<file path="config.mk">
export PLATFORM = sky130hd
export DESIGN_NAME = proc_top
export DESIGN_NICKNAME = d
export VERILOG_FILES = /design/src/proc_pkg.sv /design/src/proc_top.sv /design/src/result_writeback.sv /design/src/alu_execute.sv /design/src/inst_decode.sv /design/src/inst_fetch.sv /design/src/reg_file.sv
export SDC_FILE = /design/constraint.sdc
export NUM_CORES = 2
export LEC_CHECK = 0
export BUFFER_PORTS_ARGS = -buffer_cell sky130_fd_sc_hd__buf_4
export CAP_MARGIN = 15
export CORE_MARGIN = 3
export CORE_UTILIZATION = 25
export CTS_BUF_LIST = sky130_fd_sc_hd__clkbuf_8
export CTS_CLUSTER_SIZE = 12
export DETAILED_ROUTE_END_ITERATION = 10
export GPL_TIMING_DRIVEN = 0
export SLEW_MARGIN = 0
export SYNTH_ARGS = -nofsm -noshare
export SYNTH_HDL_FRONTEND = slang
export SYNTH_SLANG_ARGS = --single-unit
</file>
<file path="constraint.sdc">
create_clock -name clk -period 5.1 [get_ports clk]
set_input_delay 0.51 -clock clk [delete_from_list [all_inputs] [get_ports clk]]
set_output_delay 0.51 -clock clk [all_outputs]
set_load 0.02 [all_outputs]
</file>
<file path="src/proc_pkg.sv">
`default_nettype none

package proc_pkg;

   localparam int INST_W     = 32;
   localparam int REG_ADDR_W = 5;
   localparam int OPC_W      = 6;
   localparam int IMM_W      = 16;

   ////////////////////////////////////////////////////////////////////////////
   // Opcodes in bits 31:26, every value not listed here is undefined
   ////////////////////////////////////////////////////////////////////////////

   localparam logic [OPC_W-1:0] OPC_NOP  = 6'h00;
   localparam logic [OPC_W-1:0] OPC_ADD  = 6'h01;
   localparam logic [OPC_W-1:0] OPC_SUB  = 6'h02;
   localparam logic [OPC_W-1:0] OPC_AND  = 6'h03;
   localparam logic [OPC_W-1:0] OPC_OR   = 6'h04;
   localparam logic [OPC_W-1:0] OPC_XOR  = 6'h05;
   localparam logic [OPC_W-1:0] OPC_SLT  = 6'h06;
   localparam logic [OPC_W-1:0] OPC_ADDI = 6'h08;
   localparam logic [OPC_W-1:0] OPC_ORI  = 6'h09;
   localparam logic [OPC_W-1:0] OPC_XORI = 6'h0a;
   localparam logic [OPC_W-1:0] OPC_LD   = 6'h10;
   localparam logic [OPC_W-1:0] OPC_ST   = 6'h11;
   localparam logic [OPC_W-1:0] OPC_HALT = 6'h3f;

   ////////////////////////////////////////////////////////////////////////////
   // Instruction word
   ////////////////////////////////////////////////////////////////////////////

   // Register to register, result goes to rd
   typedef struct packed {
      logic [OPC_W-1:0]      opc;
      logic [REG_ADDR_W-1:0] rs;
      logic [REG_ADDR_W-1:0] rt;
      logic [REG_ADDR_W-1:0] rd;
      logic [10:0]           unused;
   } r_fmt_t;

   // Immediate form, rt is the destination except for ST where it is the data
   typedef struct packed {
      logic [OPC_W-1:0]      opc;
      logic [REG_ADDR_W-1:0] rs;
      logic [REG_ADDR_W-1:0] rt;
      logic [IMM_W-1:0]      imm;
   } i_fmt_t;

   typedef union packed {
      r_fmt_t r;
      i_fmt_t i;
   } inst_word_u;

   // Reset value of IF/ID and the word used for bubbles
   localparam inst_word_u NOP_INST = inst_word_u'({OPC_NOP, {(INST_W-OPC_W){1'b0}}});

endpackage

`default_nettype wire
</file>
<file path="src/proc_top.sv">
`default_nettype none

module proc_top #(
   parameter int DATA_W = 32
) (
   input  wire                       clk,
   input  wire                       rst_n,
   // Instruction memory
   output wire [DATA_W-1:0]          iaddr_o,
   input  wire proc_pkg::inst_word_u inst_i,
   // Data memory
   output wire [DATA_W-1:0]          daddr_o,
   output wire [DATA_W-1:0]          data_o,
   output wire                       we_o,
   output wire                       re_o,
   input  wire [DATA_W-1:0]          data_i,
   // Status
   output wire                       err_o,
   output wire                       halt_o
);

   import proc_pkg::*;

   logic                  stall;
   logic                  halt_hold;
   inst_word_u            if_inst;

   // ID/EX
   logic [OPC_W-1:0]      ex_opc;
   logic [REG_ADDR_W-1:0] ex_rs;
   logic [REG_ADDR_W-1:0] ex_rt;
   logic [REG_ADDR_W-1:0] ex_dst;
   logic [DATA_W-1:0]     ex_rs_val;
   logic [DATA_W-1:0]     ex_rt_val;
   logic [IMM_W-1:0]      ex_imm;
   logic                  ex_reg_we;
   logic                  ex_mem_rd;
   logic                  ex_mem_wr;
   logic                  ex_halt;

   // EX/MEM
   logic                  mem_reg_we;
   logic [REG_ADDR_W-1:0] mem_dst;
   logic [DATA_W-1:0]     mem_alu;
   logic                  mem_halt;

   // Writeback, also the second forwarding source
   logic                  wb_we;
   logic [REG_ADDR_W-1:0] wb_addr;
   logic [DATA_W-1:0]     wb_data;

   inst_fetch #(.DATA_W(DATA_W)) u_fetch (
      .clk(clk), .rst_n(rst_n), .stall_i(stall), .halt_hold_i(halt_hold),
      .inst_i(inst_i), .iaddr_o(iaddr_o), .if_inst_o(if_inst)
   );

   inst_decode #(.DATA_W(DATA_W)) u_decode (
      .clk(clk), .rst_n(rst_n), .if_inst_i(if_inst),
      .wb_we_i(wb_we), .wb_addr_i(wb_addr), .wb_data_i(wb_data),
      .stall_o(stall), .halt_hold_o(halt_hold), .err_o(err_o),
      .ex_opc_o(ex_opc), .ex_rs_o(ex_rs), .ex_rt_o(ex_rt), .ex_dst_o(ex_dst),
      .ex_rs_val_o(ex_rs_val), .ex_rt_val_o(ex_rt_val), .ex_imm_o(ex_imm),
      .ex_reg_we_o(ex_reg_we), .ex_mem_rd_o(ex_mem_rd), .ex_mem_wr_o(ex_mem_wr),
      .ex_halt_o(ex_halt)
   );

   alu_execute #(.DATA_W(DATA_W)) u_execute (
      .clk(clk), .rst_n(rst_n),
      .ex_opc_i(ex_opc), .ex_rs_i(ex_rs), .ex_rt_i(ex_rt), .ex_dst_i(ex_dst),
      .ex_rs_val_i(ex_rs_val), .ex_rt_val_i(ex_rt_val), .ex_imm_i(ex_imm),
      .ex_reg_we_i(ex_reg_we), .ex_mem_rd_i(ex_mem_rd), .ex_mem_wr_i(ex_mem_wr),
      .ex_halt_i(ex_halt),
      .wb_we_i(wb_we), .wb_addr_i(wb_addr), .wb_data_i(wb_data),
      .daddr_o(daddr_o), .data_o(data_o), .we_o(we_o), .re_o(re_o),
      .mem_reg_we_o(mem_reg_we), .mem_dst_o(mem_dst), .mem_alu_o(mem_alu),
      .mem_halt_o(mem_halt)
   );

   result_writeback #(.DATA_W(DATA_W)) u_writeback (
      .clk(clk), .rst_n(rst_n),
      .mem_reg_we_i(mem_reg_we), .mem_dst_i(mem_dst), .mem_alu_i(mem_alu),
      .mem_halt_i(mem_halt), .re_i(re_o), .data_i(data_i),
      .wb_we_o(wb_we), .wb_addr_o(wb_addr), .wb_data_o(wb_data), .halt_o(halt_o)
   );

endmodule

`default_nettype wire

</file>
<file path="src/result_writeback.sv">
`default_nettype none

module result_writeback #(
   parameter int DATA_W = 32
) (
   input  wire                             clk,
   input  wire                             rst_n,
   input  wire                             mem_reg_we_i,
   input  wire [proc_pkg::REG_ADDR_W-1:0]  mem_dst_i,
   input  wire [DATA_W-1:0]                mem_alu_i,
   input  wire                             mem_halt_i,
   input  wire                             re_i,
   input  wire [DATA_W-1:0]                data_i,
   output logic                            wb_we_o,
   output logic [proc_pkg::REG_ADDR_W-1:0] wb_addr_o,
   output logic [DATA_W-1:0]               wb_data_o,
   output logic                            halt_o
);

   logic [DATA_W-1:0] alu_q;
   logic [DATA_W-1:0] load_q;
   logic              load_sel_q;

   // MEM/WB control, halt stays up until reset
   always_ff @(posedge clk or negedge rst_n) begin
      if (!rst_n) begin
         wb_we_o <= 1'b0;
         halt_o  <= 1'b0;
      end else begin
         wb_we_o <= mem_reg_we_i;
         halt_o  <= halt_o | mem_halt_i;
      end
   end

   // Memory answers in the same cycle, so data_i is captured with the rest
   always_ff @(posedge clk) begin
      wb_addr_o  <= mem_dst_i;
      alu_q      <= mem_alu_i;
      load_q     <= data_i;
      load_sel_q <= re_i;
   end

   assign wb_data_o = load_sel_q ? load_q : alu_q;

endmodule

`default_nettype wire

</file>
<file path="src/alu_execute.sv">
`default_nettype none

module alu_execute #(
   parameter int DATA_W = 32
) (
   input  wire                             clk,
   input  wire                             rst_n,
   // ID/EX register
   input  wire [proc_pkg::OPC_W-1:0]       ex_opc_i,
   input  wire [proc_pkg::REG_ADDR_W-1:0]  ex_rs_i,
   input  wire [proc_pkg::REG_ADDR_W-1:0]  ex_rt_i,
   input  wire [proc_pkg::REG_ADDR_W-1:0]  ex_dst_i,
   input  wire [DATA_W-1:0]                ex_rs_val_i,
   input  wire [DATA_W-1:0]                ex_rt_val_i,
   input  wire [proc_pkg::IMM_W-1:0]       ex_imm_i,
   input  wire                             ex_reg_we_i,
   input  wire                             ex_mem_rd_i,
   input  wire                             ex_mem_wr_i,
   input  wire                             ex_halt_i,
   // Writeback forwarding source
   input  wire                             wb_we_i,
   input  wire [proc_pkg::REG_ADDR_W-1:0]  wb_addr_i,
   input  wire [DATA_W-1:0]                wb_data_i,
   // Data memory, straight from EX/MEM
   output logic [DATA_W-1:0]               daddr_o,
   output logic [DATA_W-1:0]               data_o,
   output logic                            we_o,
   output logic                            re_o,
   // Rest of EX/MEM
   output logic                            mem_reg_we_o,
   output logic [proc_pkg::REG_ADDR_W-1:0] mem_dst_o,
   output logic [DATA_W-1:0]               mem_alu_o,
   output logic                            mem_halt_o
);

   import proc_pkg::*;

   logic [DATA_W-1:0] op_a, op_b;
   logic [DATA_W-1:0] imm_sx, imm_zx;
   logic [DATA_W-1:0] alu_res;

   ////////////////////////////////////////////////////////////////////////////
   // Forwarding
   ////////////////////////////////////////////////////////////////////////////

   // EX/MEM first, load data is not there yet so skip it, then writeback
   function automatic logic [DATA_W-1:0] fwd_operand(
      input logic [REG_ADDR_W-1:0] src,
      input logic [DATA_W-1:0]     id_val
   );
      if (mem_reg_we_o && !re_o && (mem_dst_o == src)) begin
         return mem_alu_o;
      end else if (wb_we_i && (wb_addr_i == src)) begin
         return wb_data_i;
      end
      return id_val;
   endfunction

   always_comb begin
      op_a = fwd_operand(ex_rs_i, ex_rs_val_i);
      op_b = fwd_operand(ex_rt_i, ex_rt_val_i);
   end

   ////////////////////////////////////////////////////////////////////////////
   // ALU
   ////////////////////////////////////////////////////////////////////////////

   assign imm_sx = {{(DATA_W-IMM_W){ex_imm_i[IMM_W-1]}}, ex_imm_i};
   assign imm_zx = {{(DATA_W-IMM_W){1'b0}}, ex_imm_i};

   always_comb begin
      case (ex_opc_i)
         OPC_ADD:                  alu_res = op_a + op_b;
         OPC_SUB:                  alu_res = op_a - op_b;
         OPC_AND:                  alu_res = op_a & op_b;
         OPC_OR:                   alu_res = op_a | op_b;
         OPC_XOR:                  alu_res = op_a ^ op_b;
         OPC_SLT:                  alu_res = {{(DATA_W-1){1'b0}}, $signed(op_a) < $signed(op_b)};
         // Loads and stores share the address adder
         OPC_ADDI, OPC_LD, OPC_ST: alu_res = op_a + imm_sx;
         OPC_ORI:                  alu_res = op_a | imm_zx;
         OPC_XORI:                 alu_res = op_a ^ imm_zx;
         default:                  alu_res = '0;
      endcase
   end

   // EX/MEM register
   always_ff @(posedge clk or negedge rst_n) begin
      if (!rst_n) begin
         mem_reg_we_o <= 1'b0;
         we_o         <= 1'b0;
         re_o         <= 1'b0;
         mem_halt_o   <= 1'b0;
      end else begin
         mem_reg_we_o <= ex_reg_we_i;
         we_o         <= ex_mem_wr_i;
         re_o         <= ex_mem_rd_i;
         mem_halt_o   <= ex_halt_i;
      end
   end

   always_ff @(posedge clk) begin
      mem_dst_o <= ex_dst_i;
      mem_alu_o <= alu_res;
      data_o    <= op_b;
   end

   assign daddr_o = mem_alu_o;

   // Decode never issues an opcode that is both load and store
   a_single_mem_strobe : assert property (
      @(posedge clk) disable iff (!rst_n)
      !(we_o && re_o)
   );

endmodule

`default_nettype wire

</file>
<file path="src/inst_decode.sv">
`default_nettype none

module inst_decode #(
   parameter int DATA_W = 32
) (
   input  wire                                clk,
   input  wire                                rst_n,
   input  wire proc_pkg::inst_word_u          if_inst_i,
   input  wire                                wb_we_i,
   input  wire [proc_pkg::REG_ADDR_W-1:0]     wb_addr_i,
   input  wire [DATA_W-1:0]                   wb_data_i,
   output logic                               stall_o,
   output logic                               halt_hold_o,
   output logic                               err_o,
   // ID/EX register
   output logic [proc_pkg::OPC_W-1:0]         ex_opc_o,
   output logic [proc_pkg::REG_ADDR_W-1:0]    ex_rs_o,
   output logic [proc_pkg::REG_ADDR_W-1:0]    ex_rt_o,
   output logic [proc_pkg::REG_ADDR_W-1:0]    ex_dst_o,
   output logic [DATA_W-1:0]                  ex_rs_val_o,
   output logic [DATA_W-1:0]                  ex_rt_val_o,
   output logic [proc_pkg::IMM_W-1:0]         ex_imm_o,
   output logic                               ex_reg_we_o,
   output logic                               ex_mem_rd_o,
   output logic                               ex_mem_wr_o,
   output logic                               ex_halt_o
);

   import proc_pkg::*;

   logic [OPC_W-1:0]      opc;
   logic                  is_r, is_i_alu, is_ld, is_st, is_halt, is_nop;
   logic                  undef;
   logic                  uses_rs, uses_rt;
   logic                  bubble;
   logic                  halt_seen;
   logic [REG_ADDR_W-1:0] dst;
   logic [DATA_W-1:0]     rs_val, rt_val;

   ////////////////////////////////////////////////////////////////////////////
   // Opcode decode
   ////////////////////////////////////////////////////////////////////////////

   assign opc      = if_inst_i.r.opc;
   assign is_r     = opc inside {OPC_ADD, OPC_SUB, OPC_AND, OPC_OR, OPC_XOR, OPC_SLT};
   assign is_i_alu = opc inside {OPC_ADDI, OPC_ORI, OPC_XORI};
   assign is_ld    = (opc == OPC_LD);
   assign is_st    = (opc == OPC_ST);
   assign is_halt  = (opc == OPC_HALT);
   assign is_nop   = (opc == OPC_NOP);
   assign undef    = !(is_r | is_i_alu | is_ld | is_st | is_halt | is_nop);

   // Which source fields are real register reads
   assign uses_rs = is_r | is_i_alu | is_ld | is_st;
   assign uses_rt = is_r | is_st;

   // R-format writes rd, the I-format ones write rt
   assign dst = is_r ? if_inst_i.r.rd : if_inst_i.i.rt;

   reg_file #(.DATA_W(DATA_W)) u_rf (
      .clk(clk), .rst_n(rst_n),
      .rd_addr_a_i(if_inst_i.r.rs), .rd_addr_b_i(if_inst_i.r.rt),
      .rd_data_a_o(rs_val), .rd_data_b_o(rt_val),
      .wr_en_i(wb_we_i), .wr_addr_i(wb_addr_i), .wr_data_i(wb_data_i)
   );

   ////////////////////////////////////////////////////////////////////////////
   // Hazard and halt control
   ////////////////////////////////////////////////////////////////////////////

   // Load in EX whose result is needed here, not forwardable yet
   assign stall_o = ex_mem_rd_o &
                    ((uses_rs & (if_inst_i.r.rs == ex_dst_o)) |
                     (uses_rt & (if_inst_i.r.rt == ex_dst_o)));

   assign halt_hold_o = is_halt | halt_seen;

   // Undefined opcodes travel on as NOP
   assign bubble = stall_o | halt_seen | undef;

   always_ff @(posedge clk or negedge rst_n) begin
      if (!rst_n) begin
         ex_opc_o    <= OPC_NOP;
         ex_reg_we_o <= 1'b0;
         ex_mem_rd_o <= 1'b0;
         ex_mem_wr_o <= 1'b0;
         ex_halt_o   <= 1'b0;
         halt_seen   <= 1'b0;
         err_o       <= 1'b0;
      end else begin
         ex_opc_o    <= bubble ? OPC_NOP : opc;
         ex_reg_we_o <= !bubble && (is_r || is_i_alu || is_ld);
         ex_mem_rd_o <= !bubble && is_ld;
         ex_mem_wr_o <= !bubble && is_st;
         ex_halt_o   <= !bubble && is_halt;
         halt_seen   <= halt_seen || is_halt;
         err_o       <= undef;
      end
   end

   // Operand payload of ID/EX
   always_ff @(posedge clk) begin
      ex_rs_o     <= if_inst_i.r.rs;
      ex_rt_o     <= if_inst_i.r.rt;
      ex_dst_o    <= dst;
      ex_rs_val_o <= rs_val;
      ex_rt_val_o <= rt_val;
      ex_imm_o    <= if_inst_i.i.imm;
   end

   // HALT reads no registers, so it can never be stalled behind a load
   a_no_stall_during_halt : assert property (
      @(posedge clk) disable iff (!rst_n)
      !(stall_o && halt_hold_o)
   );

endmodule

`default_nettype wire

</file>
<file path="src/inst_fetch.sv">
`default_nettype none

module inst_fetch #(
   parameter int DATA_W = 32
) (
   input  wire                       clk,
   input  wire                       rst_n,
   input  wire                       stall_i,
   input  wire                       halt_hold_i,
   input  wire proc_pkg::inst_word_u inst_i,
   output logic [DATA_W-1:0]         iaddr_o,
   output proc_pkg::inst_word_u      if_inst_o
);

   import proc_pkg::*;

   logic hold;
   logic at_halt;

   // Stall and halt both freeze the front end
   assign hold = stall_i | halt_hold_i;

   // A fetched HALT parks the PC on its own address
   assign at_halt = (inst_i.r.opc == OPC_HALT);

   // PC and IF/ID register
   always_ff @(posedge clk or negedge rst_n) begin
      if (!rst_n) begin
         iaddr_o   <= '0;
         if_inst_o <= NOP_INST;
      end else if (!hold) begin
         if_inst_o <= inst_i;
         if (!at_halt) begin
            iaddr_o <= iaddr_o + DATA_W'(1);
         end
      end
   end

   // Once decode holds for HALT the fetch address is frozen
   a_pc_frozen_on_halt : assert property (
      @(posedge clk) disable iff (!rst_n)
      halt_hold_i |=> $stable(iaddr_o)
   );

endmodule

`default_nettype wire

</file>
<file path="src/reg_file.sv">
`default_nettype none

module reg_file #(
   parameter int DATA_W = 32
) (
   input  wire                            clk,
   input  wire                            rst_n,
   input  wire [proc_pkg::REG_ADDR_W-1:0] rd_addr_a_i,
   input  wire [proc_pkg::REG_ADDR_W-1:0] rd_addr_b_i,
   output logic [DATA_W-1:0]              rd_data_a_o,
   output logic [DATA_W-1:0]              rd_data_b_o,
   input  wire                            wr_en_i,
   input  wire [proc_pkg::REG_ADDR_W-1:0] wr_addr_i,
   input  wire [DATA_W-1:0]               wr_data_i
);

   import proc_pkg::*;

   logic [DATA_W-1:0] regs [2**REG_ADDR_W];

   always_ff @(posedge clk or negedge rst_n) begin
      if (!rst_n) begin
         for (int i = 0; i < 2**REG_ADDR_W; i++) begin
            regs[i] <= '0;
         end
      end else if (wr_en_i) begin
         regs[wr_addr_i] <= wr_data_i;
      end
   end

   // Write-through, a same-cycle write wins over the stored value
   function automatic logic [DATA_W-1:0] read_port(input logic [REG_ADDR_W-1:0] addr);
      if (wr_en_i && (wr_addr_i == addr)) begin
         return wr_data_i;
      end
      return regs[addr];
   endfunction

   always_comb begin
      rd_data_a_o = read_port(rd_addr_a_i);
      rd_data_b_o = read_port(rd_addr_b_i);
   end

endmodule

`default_nettype wire

</file>
After elaboration in Yosys (flattened, before gate mapping)

Index checks and enable logic that the tools add are counted.

Register bits: 1,340
Bits in latches: 0
RAM bits: 0
Memory bits (read-only): 0
Output and inout bits: 100
Memories: 0

Add/sub/neg operators: 4
$mul: 0
Div/mod/pow operators: 0
Order comparisons: 5
Equality and inequality tests: 32
Shift operators: 0
Multiplexer cells: 29
Bitwise operators: 25
Reductions and logical operators: 23

Operators with widths:

| kind                                                 | number |
|---|---|
| bitwise mux 1024 bit                                 | 1 |
| two-way mux 32 bit                                   | 16 |
| binary-select mux 32 bit (select 5 bit)              | 2 |
| case mux 32 bit (9 select lines)                     | 1 |
| demux 32 bit (select 5 bit)                          | 1 |
| adder 32 bit                                         | 2 |
| equality test 5 bit                                  | 8 |
| equality test 6 x 3 -> 1 bit (second input constant) | 6 |
| equality test 6 x 4 -> 1 bit (second input constant) | 6 |
| adder 32 x 1 -> 32 bit (second input constant)       | 1 |
| bitwise AND 32 bit                                   | 1 |
| < comparator 32 bit                                  | 1 |
| bitwise OR 32 x 16 -> 32 bit                         | 1 |
| bitwise OR 32 bit                                    | 1 |
| subtractor 32 bit                                    | 1 |
| bitwise XOR 32 x 16 -> 32 bit                        | 1 |
| bitwise XOR 32 bit                                   | 1 |
| equality test 6 x 2 -> 1 bit (second input constant) | 4 |
| equality test 6 x 5 -> 1 bit (second input constant) | 4 |
| >= comparator 6 bit (second input constant)          | 3 |
| NOT 5 -> 6 bit                                       | 3 |
| equality test 6 x 1 -> 1 bit (second input constant) | 2 |
| equality test 6 bit (second input constant)          | 2 |
| logical AND 1 bit                                    | 12 |
| 14 further kinds                                     | 37 |

Longest topological paths before layout

Word-level depth: 12
Mapped depth: 21
Depth with buffers taken out: 18

By module

A second synthesis with hierarchy kept.

Cell total of the unflattened synthesis: 5,273
Area, all modules: 71,827.6 sq um

Modules (own cells, without submodules):

| module           | instances | cells each | area an instance (sq um) |
|---|---|---|---|
| reg_file         | 1         | 3,572      | 54,999.0 |
| alu_execute      | 1         | 1,228      | 9,490.4 |
| inst_decode      | 1         | 170        | 2,677.6 |
| inst_fetch       | 1         | 194        | 2,658.8 |
| result_writeback | 1         | 109        | 2,001.9 |

Worst setup path after synthesis

OpenSTA, ideal clock, no wires.

Path type: register to register
Start: register u_decode.ex_rs_o[2] (netlist name)
End: register u_execute.mem_alu_o[30], in the netlist u_execute.daddr_o[30]
Library setup time: 138 ps
Arrival time: 4,341 ps
Path slack: 621 ps
Stages on the path, launching flop included: 20
Buffers on the path: 3
Cells stage by stage: dfxtp_1 -> xor2_1 -> nor4_1 -> and2_1 -> clkbuf_1 -> clkbuf_1 -> buf_1 -> a211oi_1 -> a21oi_1 -> ha_1 -> inv_1 -> fa_1 -> a211oi_1 -> nor2_1 -> o31ai_1 -> a2111oi_0 -> nor2_1 -> o311ai_0 -> a221oi_1 -> o211ai_1

Cells in the longest elaborated chain, start to end: 7

RTL lines:

| element                              | RTL line           | source |
|---|---|---|
| start, declared                      | inst_decode.sv:17  | `output logic [proc_pkg::REG_ADDR_W-1:0] ex_rs_o,` |
| start signal, assigned               | inst_decode.sv:103 | `ex_rs_o <= if_inst_i.r.rs;` |
| equality test 5 bit                  | alu_execute.sv:53  | `end else if (wb_we_i && (wb_addr_i == src)) begin` |
| logical AND 1 bit                    | alu_execute.sv:53  |  |
| two-way mux 1 bit                    | alu_execute.sv:53  |  |
| two-way mux 1 bit                    | alu_execute.sv:51  | `if (mem_reg_we_o && !re_o && (mem_dst_o == src)) begin` |
| two-way mux 32 bit *                 | alu_execute.sv:56  | `return id_val;` |
| adder 32 bit (tied with other cells) | alu_execute.sv:80  | `OPC_ADDI, OPC_LD, OPC_ST: alu_res = op_a + imm_sx;` |
| case mux 32 bit (9 select lines) *   | alu_execute.sv:72  | `case (ex_opc_i)` |
| end signal, assigned                 | alu_execute.sv:104 | `mem_alu_o <= alu_res;` |
| end, declared                        | alu_execute.sv:32  | `output logic [DATA_W-1:0] mem_alu_o,` |

Mark *: on every way between the ends. The rest lies on a longest branch, timed or not.
A chain may end at the register's enable or synchronous reset.

Worst setup path after layout

Start: register u_execute.re_o
End: register u_execute.mem_alu_o[20], in the netlist u_execute.daddr_o[20]

Cells in the longest elaborated chain, start to end: 7

RTL lines:

| element                                                 | RTL line                             | source |
|---|---|---|
| start, declared                                         | alu_execute.sv:28                    | `output logic re_o,` |
| start signal, assigned                                  | alu_execute.sv:97                    | `re_o <= ex_mem_rd_i;` |
| logical NOT 1 bit *                                     | alu_execute.sv:51                    |  |
| logical AND 1 bit * (2 in a row)                        | alu_execute.sv:51                    |  |
| two-way mux 32 bit or two-way mux 1 bit (tied branches) | alu_execute.sv:51                    |  |
| two-way mux 32 bit *                                    | alu_execute.sv:56                    |  |
| net u_execute.op_b[0]                                   | alu_execute.sv:38                    | `logic [DATA_W-1:0] op_a, op_b;` |
| subtractor 32 bit or adder 32 bit (tied branches)       | alu_execute.sv:74, alu_execute.sv:73 |  |
| case mux 32 bit (9 select lines) *                      | alu_execute.sv:72                    |  |

The timed path passes the listed nets; every way through them passes the cells marked *.

==> results.sh <==
export IMPL_status="completed"
export IMPL_finalPower_mw=46.1
export IMPL_die_x_um=529
export IMPL_grt_pass1_wl_um=361000
export IMPL_grt_pass1_vias=55500
export IMPL_rsz0062_at_grt="yes"
export IMPL_drv_slew=0
export IMPL_synth_area_per_cell_um2=11.1
export IMPL_synthCells=6144
export IMPL_yosysWarnings=0
export IMPL_fmax_mhz=198
export IMPL_worstSetupPathType="register to register"
export IMPL_routabilityCongestion=0.947
export IMPL_cts_buffer_depth=3
export IMPL_dp_hpwl_um=192000
export IMPL_drt_iter0_drc=6223
export IMPL_required_ns=5.94
export IMPL_cpMostUsedCell="o221ai_1"
export IMPL_p_per_area_nw_per_um2=569
export IMPL_die_area_um2=280000
export IMPL_io_buffers=165
export IMPL_final_nets=6862
export IMPL_final_antenna_net_count=0
export IMPL_cts_root_buf="clkbuf_8"
export IMPL_cap_viol_max_count=0
export IMPL_cts_sinks=1340
export IMPL_r2r_start="u_execute.re_o$_DFF_PN0_"
export IMPL_ys_flop_type="dfrtp_1"
export IMPL_overflow=0
export IMPL_hold_class="input port to async pin"
export IMPL_cp_start_kind="register"
export IMPL_crit_slowest_cell="or3_1"
export IMPL_p_leak_nw=34.0
export IMPL_worst_setup_hold_path_clk_slew_ns=0.07
export IMPL_avgViaCountPerCell=5.26
export IMPL_timing_rr_end="u_execute.daddr_o[20]$_SDFF_PN0_"
export IMPL_yosys_area_top_type_share_pct=40.4
export IMPL_mostFrequentLayoutCells="1106 x dfrtp_1, 722 x a21oi_1, 648 x nor2_1, 648 x nand2_1, 640 x mux4_2"
export IMPL_synth_edf_count=0
export IMPL_wl_per_cell_um=23.6
export IMPL_netlist_area_um2=68500
export IMPL_ff2ff_path_depth=17
export IMPL_cp_slowest_stage_delay_ns=0.64
export IMPL_finalSetupTns_ns=0
export IMPL_via_count=54800
export IMPL_critPathTopFamily="compound AO/OA/AOI/OAI gates"
export IMPL_peakVddDrop_mv=0.340
export IMPL_grt_usage_pct=17.1
export IMPL_start_util_pct=25.2
export IMPL_drc=0
export IMPL_setup_viol=0
export IMPL_synthToLayoutAreaGrowth_pct=18.5
export IMPL_r2r_slack_ns=0.05
export IMPL_path_buf_inv=4
export IMPL_clkLatencyLatePin_ns=1.00
export IMPL_end_kind="register"
export IMPL_grt_max_degree=186
export IMPL_synth_nets=6356
export IMPL_ys_top_cells_by_area="dfrtp_1 40%, mux4_2 21%, dfxtp_1 6.8%"
export IMPL_htree_levels=4
export IMPL_slew_headroom_pct=12.2
export IMPL_ys_seq_elements=1340
export IMPL_synth_distinct_cells=68
export IMPL_async_reset_ff_share_pct=82.5
export IMPL_post_synth_top_area_cell="dfrtp_1"
export IMPL_ys_seq_area_share_pct=47.3
export IMPL_antenna_found_initial=18
export IMPL_worstMarginPinSlew_ns=1.31
export IMPL_cts_tree="done"
export IMPL_die_y_um=529
export IMPL_pin_count=166
export IMPL_final_util_pct=29.8
export IMPL_layout_commonest_cell="dfrtp_1"
export IMPL_dr_pass1_iters=6
export IMPL_final_period_utilization_pct=99.0
export IMPL_row_count=191
export IMPL_fin_worst_skew_ns=0.0785
export IMPL_hold_viol=0
export IMPL_finalNonFillerCells=10400
export IMPL_period_needed_ns=5.05
export IMPL_core_um2=272000
export IMPL_cp_max_fo=10
export IMPL_layout_drive_gt1_share_pct=20.5
export IMPL_cp_arrival_ns=5.89
export IMPL_dp_cells=9922
export IMPL_routed_wl_um=246000
export IMPL_cts_buffers=217
export IMPL_crit_chain="nand2b_1, or3_1, clkbuf_4, mux2i_4, inv_2, ha_1, inv_1, fa_1, a211oi_2, nor2_1, o31ai_4, buf_4, a21oi_1, o311a_1, o221ai_1, xor2_1, o221ai_1"
==> layer usage <==
metal,wire length [um],global-route usage [%],part of all wire [%],vias to the layer above
li1,-,-,-,23400
met1,96800,22.0,39,27800
met2,114000,27.5,46,3012
met3,24700,3.89,10,537
met4,10200,7.18,4.1,4
met5,30,0,0.012,-
==> cell type report <==
cell class,count,area [um^2]
inverter,97,364
sequential,1340,32400
multi-input combinational,4152,34100
clock buffer,273,3760
fill,27500,191000
timing repair buffer,294,2730
buffer,548,2170
clock inverter,131,1150
antenna,5,12.5
tap,3570,4470
==> how the worst max path moves through the flow <==
stage / startpoint / slack [ns] / endpoint / cells past startpoint
2_1_floorplan: u_decode.ex_rs_o[2]$_DFF_P_ / 0.62 / u_execute.daddr_o[30]$_SDFF_PN0_ / 19
3_3_place_gp: rst_n / -9.60 / u_decode.u_rf.regs[669]$_DFFE_PN0P_ / 1
3_5_place_dp: u_writeback.wb_addr_o[0]$_DFF_P_ / -1.79 / u_execute.daddr_o[26]$_SDFF_PN0_ / 20
4_1_cts: u_execute.re_o$_DFF_PN0_ / -0.008 / u_execute.daddr_o[24]$_SDFF_PN0_ / 17
5_1_grt: u_writeback.wb_addr_o[0]$_DFF_P_ / -0.06 / u_execute.daddr_o[30]$_SDFF_PN0_ / 18
6_report: u_execute.re_o$_DFF_PN0_ / 0.05 / u_execute.daddr_o[20]$_SDFF_PN0_ / 17
==> report_power, final <==
| group | switching, mW | total [mW] | internal, mW |
|---|---|---|---|
| Sequential | 1.78 | 14.7 | 12.9 |
| Combinational | 12.5 | 21.1 | 8.57 |
| Clock | 4.76 | 10.4 | 5.67 |
==> registers in the layout (all words and copies together) (netlist names), 5 cells and up <==
name,flops
u_writeback.wb_addr_o,5
u_decode.ex_rs_o,5
u_execute.daddr_o,32
u_writeback.load_q,32
u_fetch.if_inst_o,32
u_decode.ex_rs_val_o,32
u_decode.ex_opc_o,6
u_decode.ex_rt_o,5
u_execute.mem_dst_o,5
u_writeback.alu_q,32
u_decode.ex_imm_o,16
u_execute.data_o,32
u_decode.ex_rt_val_o,32
u_decode.u_rf.regs,1024
u_fetch.iaddr_o,32
u_decode.ex_dst_o,5
==> through the flow <==
| step | hold WS, ns | cell area, um^2 | setup slack (ns) |
|---|---|---|---|
| finish | 0.136 | 81100 | 0.0498 |
| global route | 0.118 | 81100 | -0.0588 |
| CTS | 0.0568 | 80800 | -0.00793 |
| detailed placement | 0.343 | 74900 | -1.79 |
| global placement | 0.342 | 74200 | -9.60 |
| floorplan | 0.214 | 68500 | 0.621 |
==> synthesized netlist by cell type, types with 43 or more instances <==
cell type  number
dfrtp_1      1106
a21oi_1       726
nor2_1        650
nand2_1       649
mux4_2        640
o21ai_0       584
clkbuf_1      486
dfxtp_1       234
ha_1          144
inv_1          97
a211oi_1       95
nor2b_1        69
xnor2_1        69
mux2i_1        68
buf_1          54
xor2_1         43
==> worst reg2reg max path: cells and delay by family (launching register included) <==
kind | cells | cell delay (ns)
adder cells (fa/ha/maj) | 2 | 0.66
AO/OA/AOI/OAI | 6 | 1.38
AND/OR/NAND/NOR | 3 | 1.03
flip-flops | 1 | 0.48
multiplexers | 1 | 0.32
XOR/XNOR | 1 | 0.20
buffers and inverters | 4 | 0.82
==> cells by family after synthesis <==
| group | share of synthesized area (%) |
|---|---|
| AOI/OAI and AO/OA | 12.8 |
| and+or+nand+nor | 9.45 |
| DFF | 47.3 |
| muxes | 22.7 |
| buffers and inverters | 3.60 |
| adders and majority gates | 2.69 |
| xor gates and xnor gates | 1.48 |
==> what timing repair did <==
item	CTS	global route
pin swaps	8	4
setup endpoints to repair	30	55
resized for setup	83	51
hold endpoints to repair	193	0
hold buffers	65	0
setup buffers	8	9
Power figures use the tool's default switching activity.
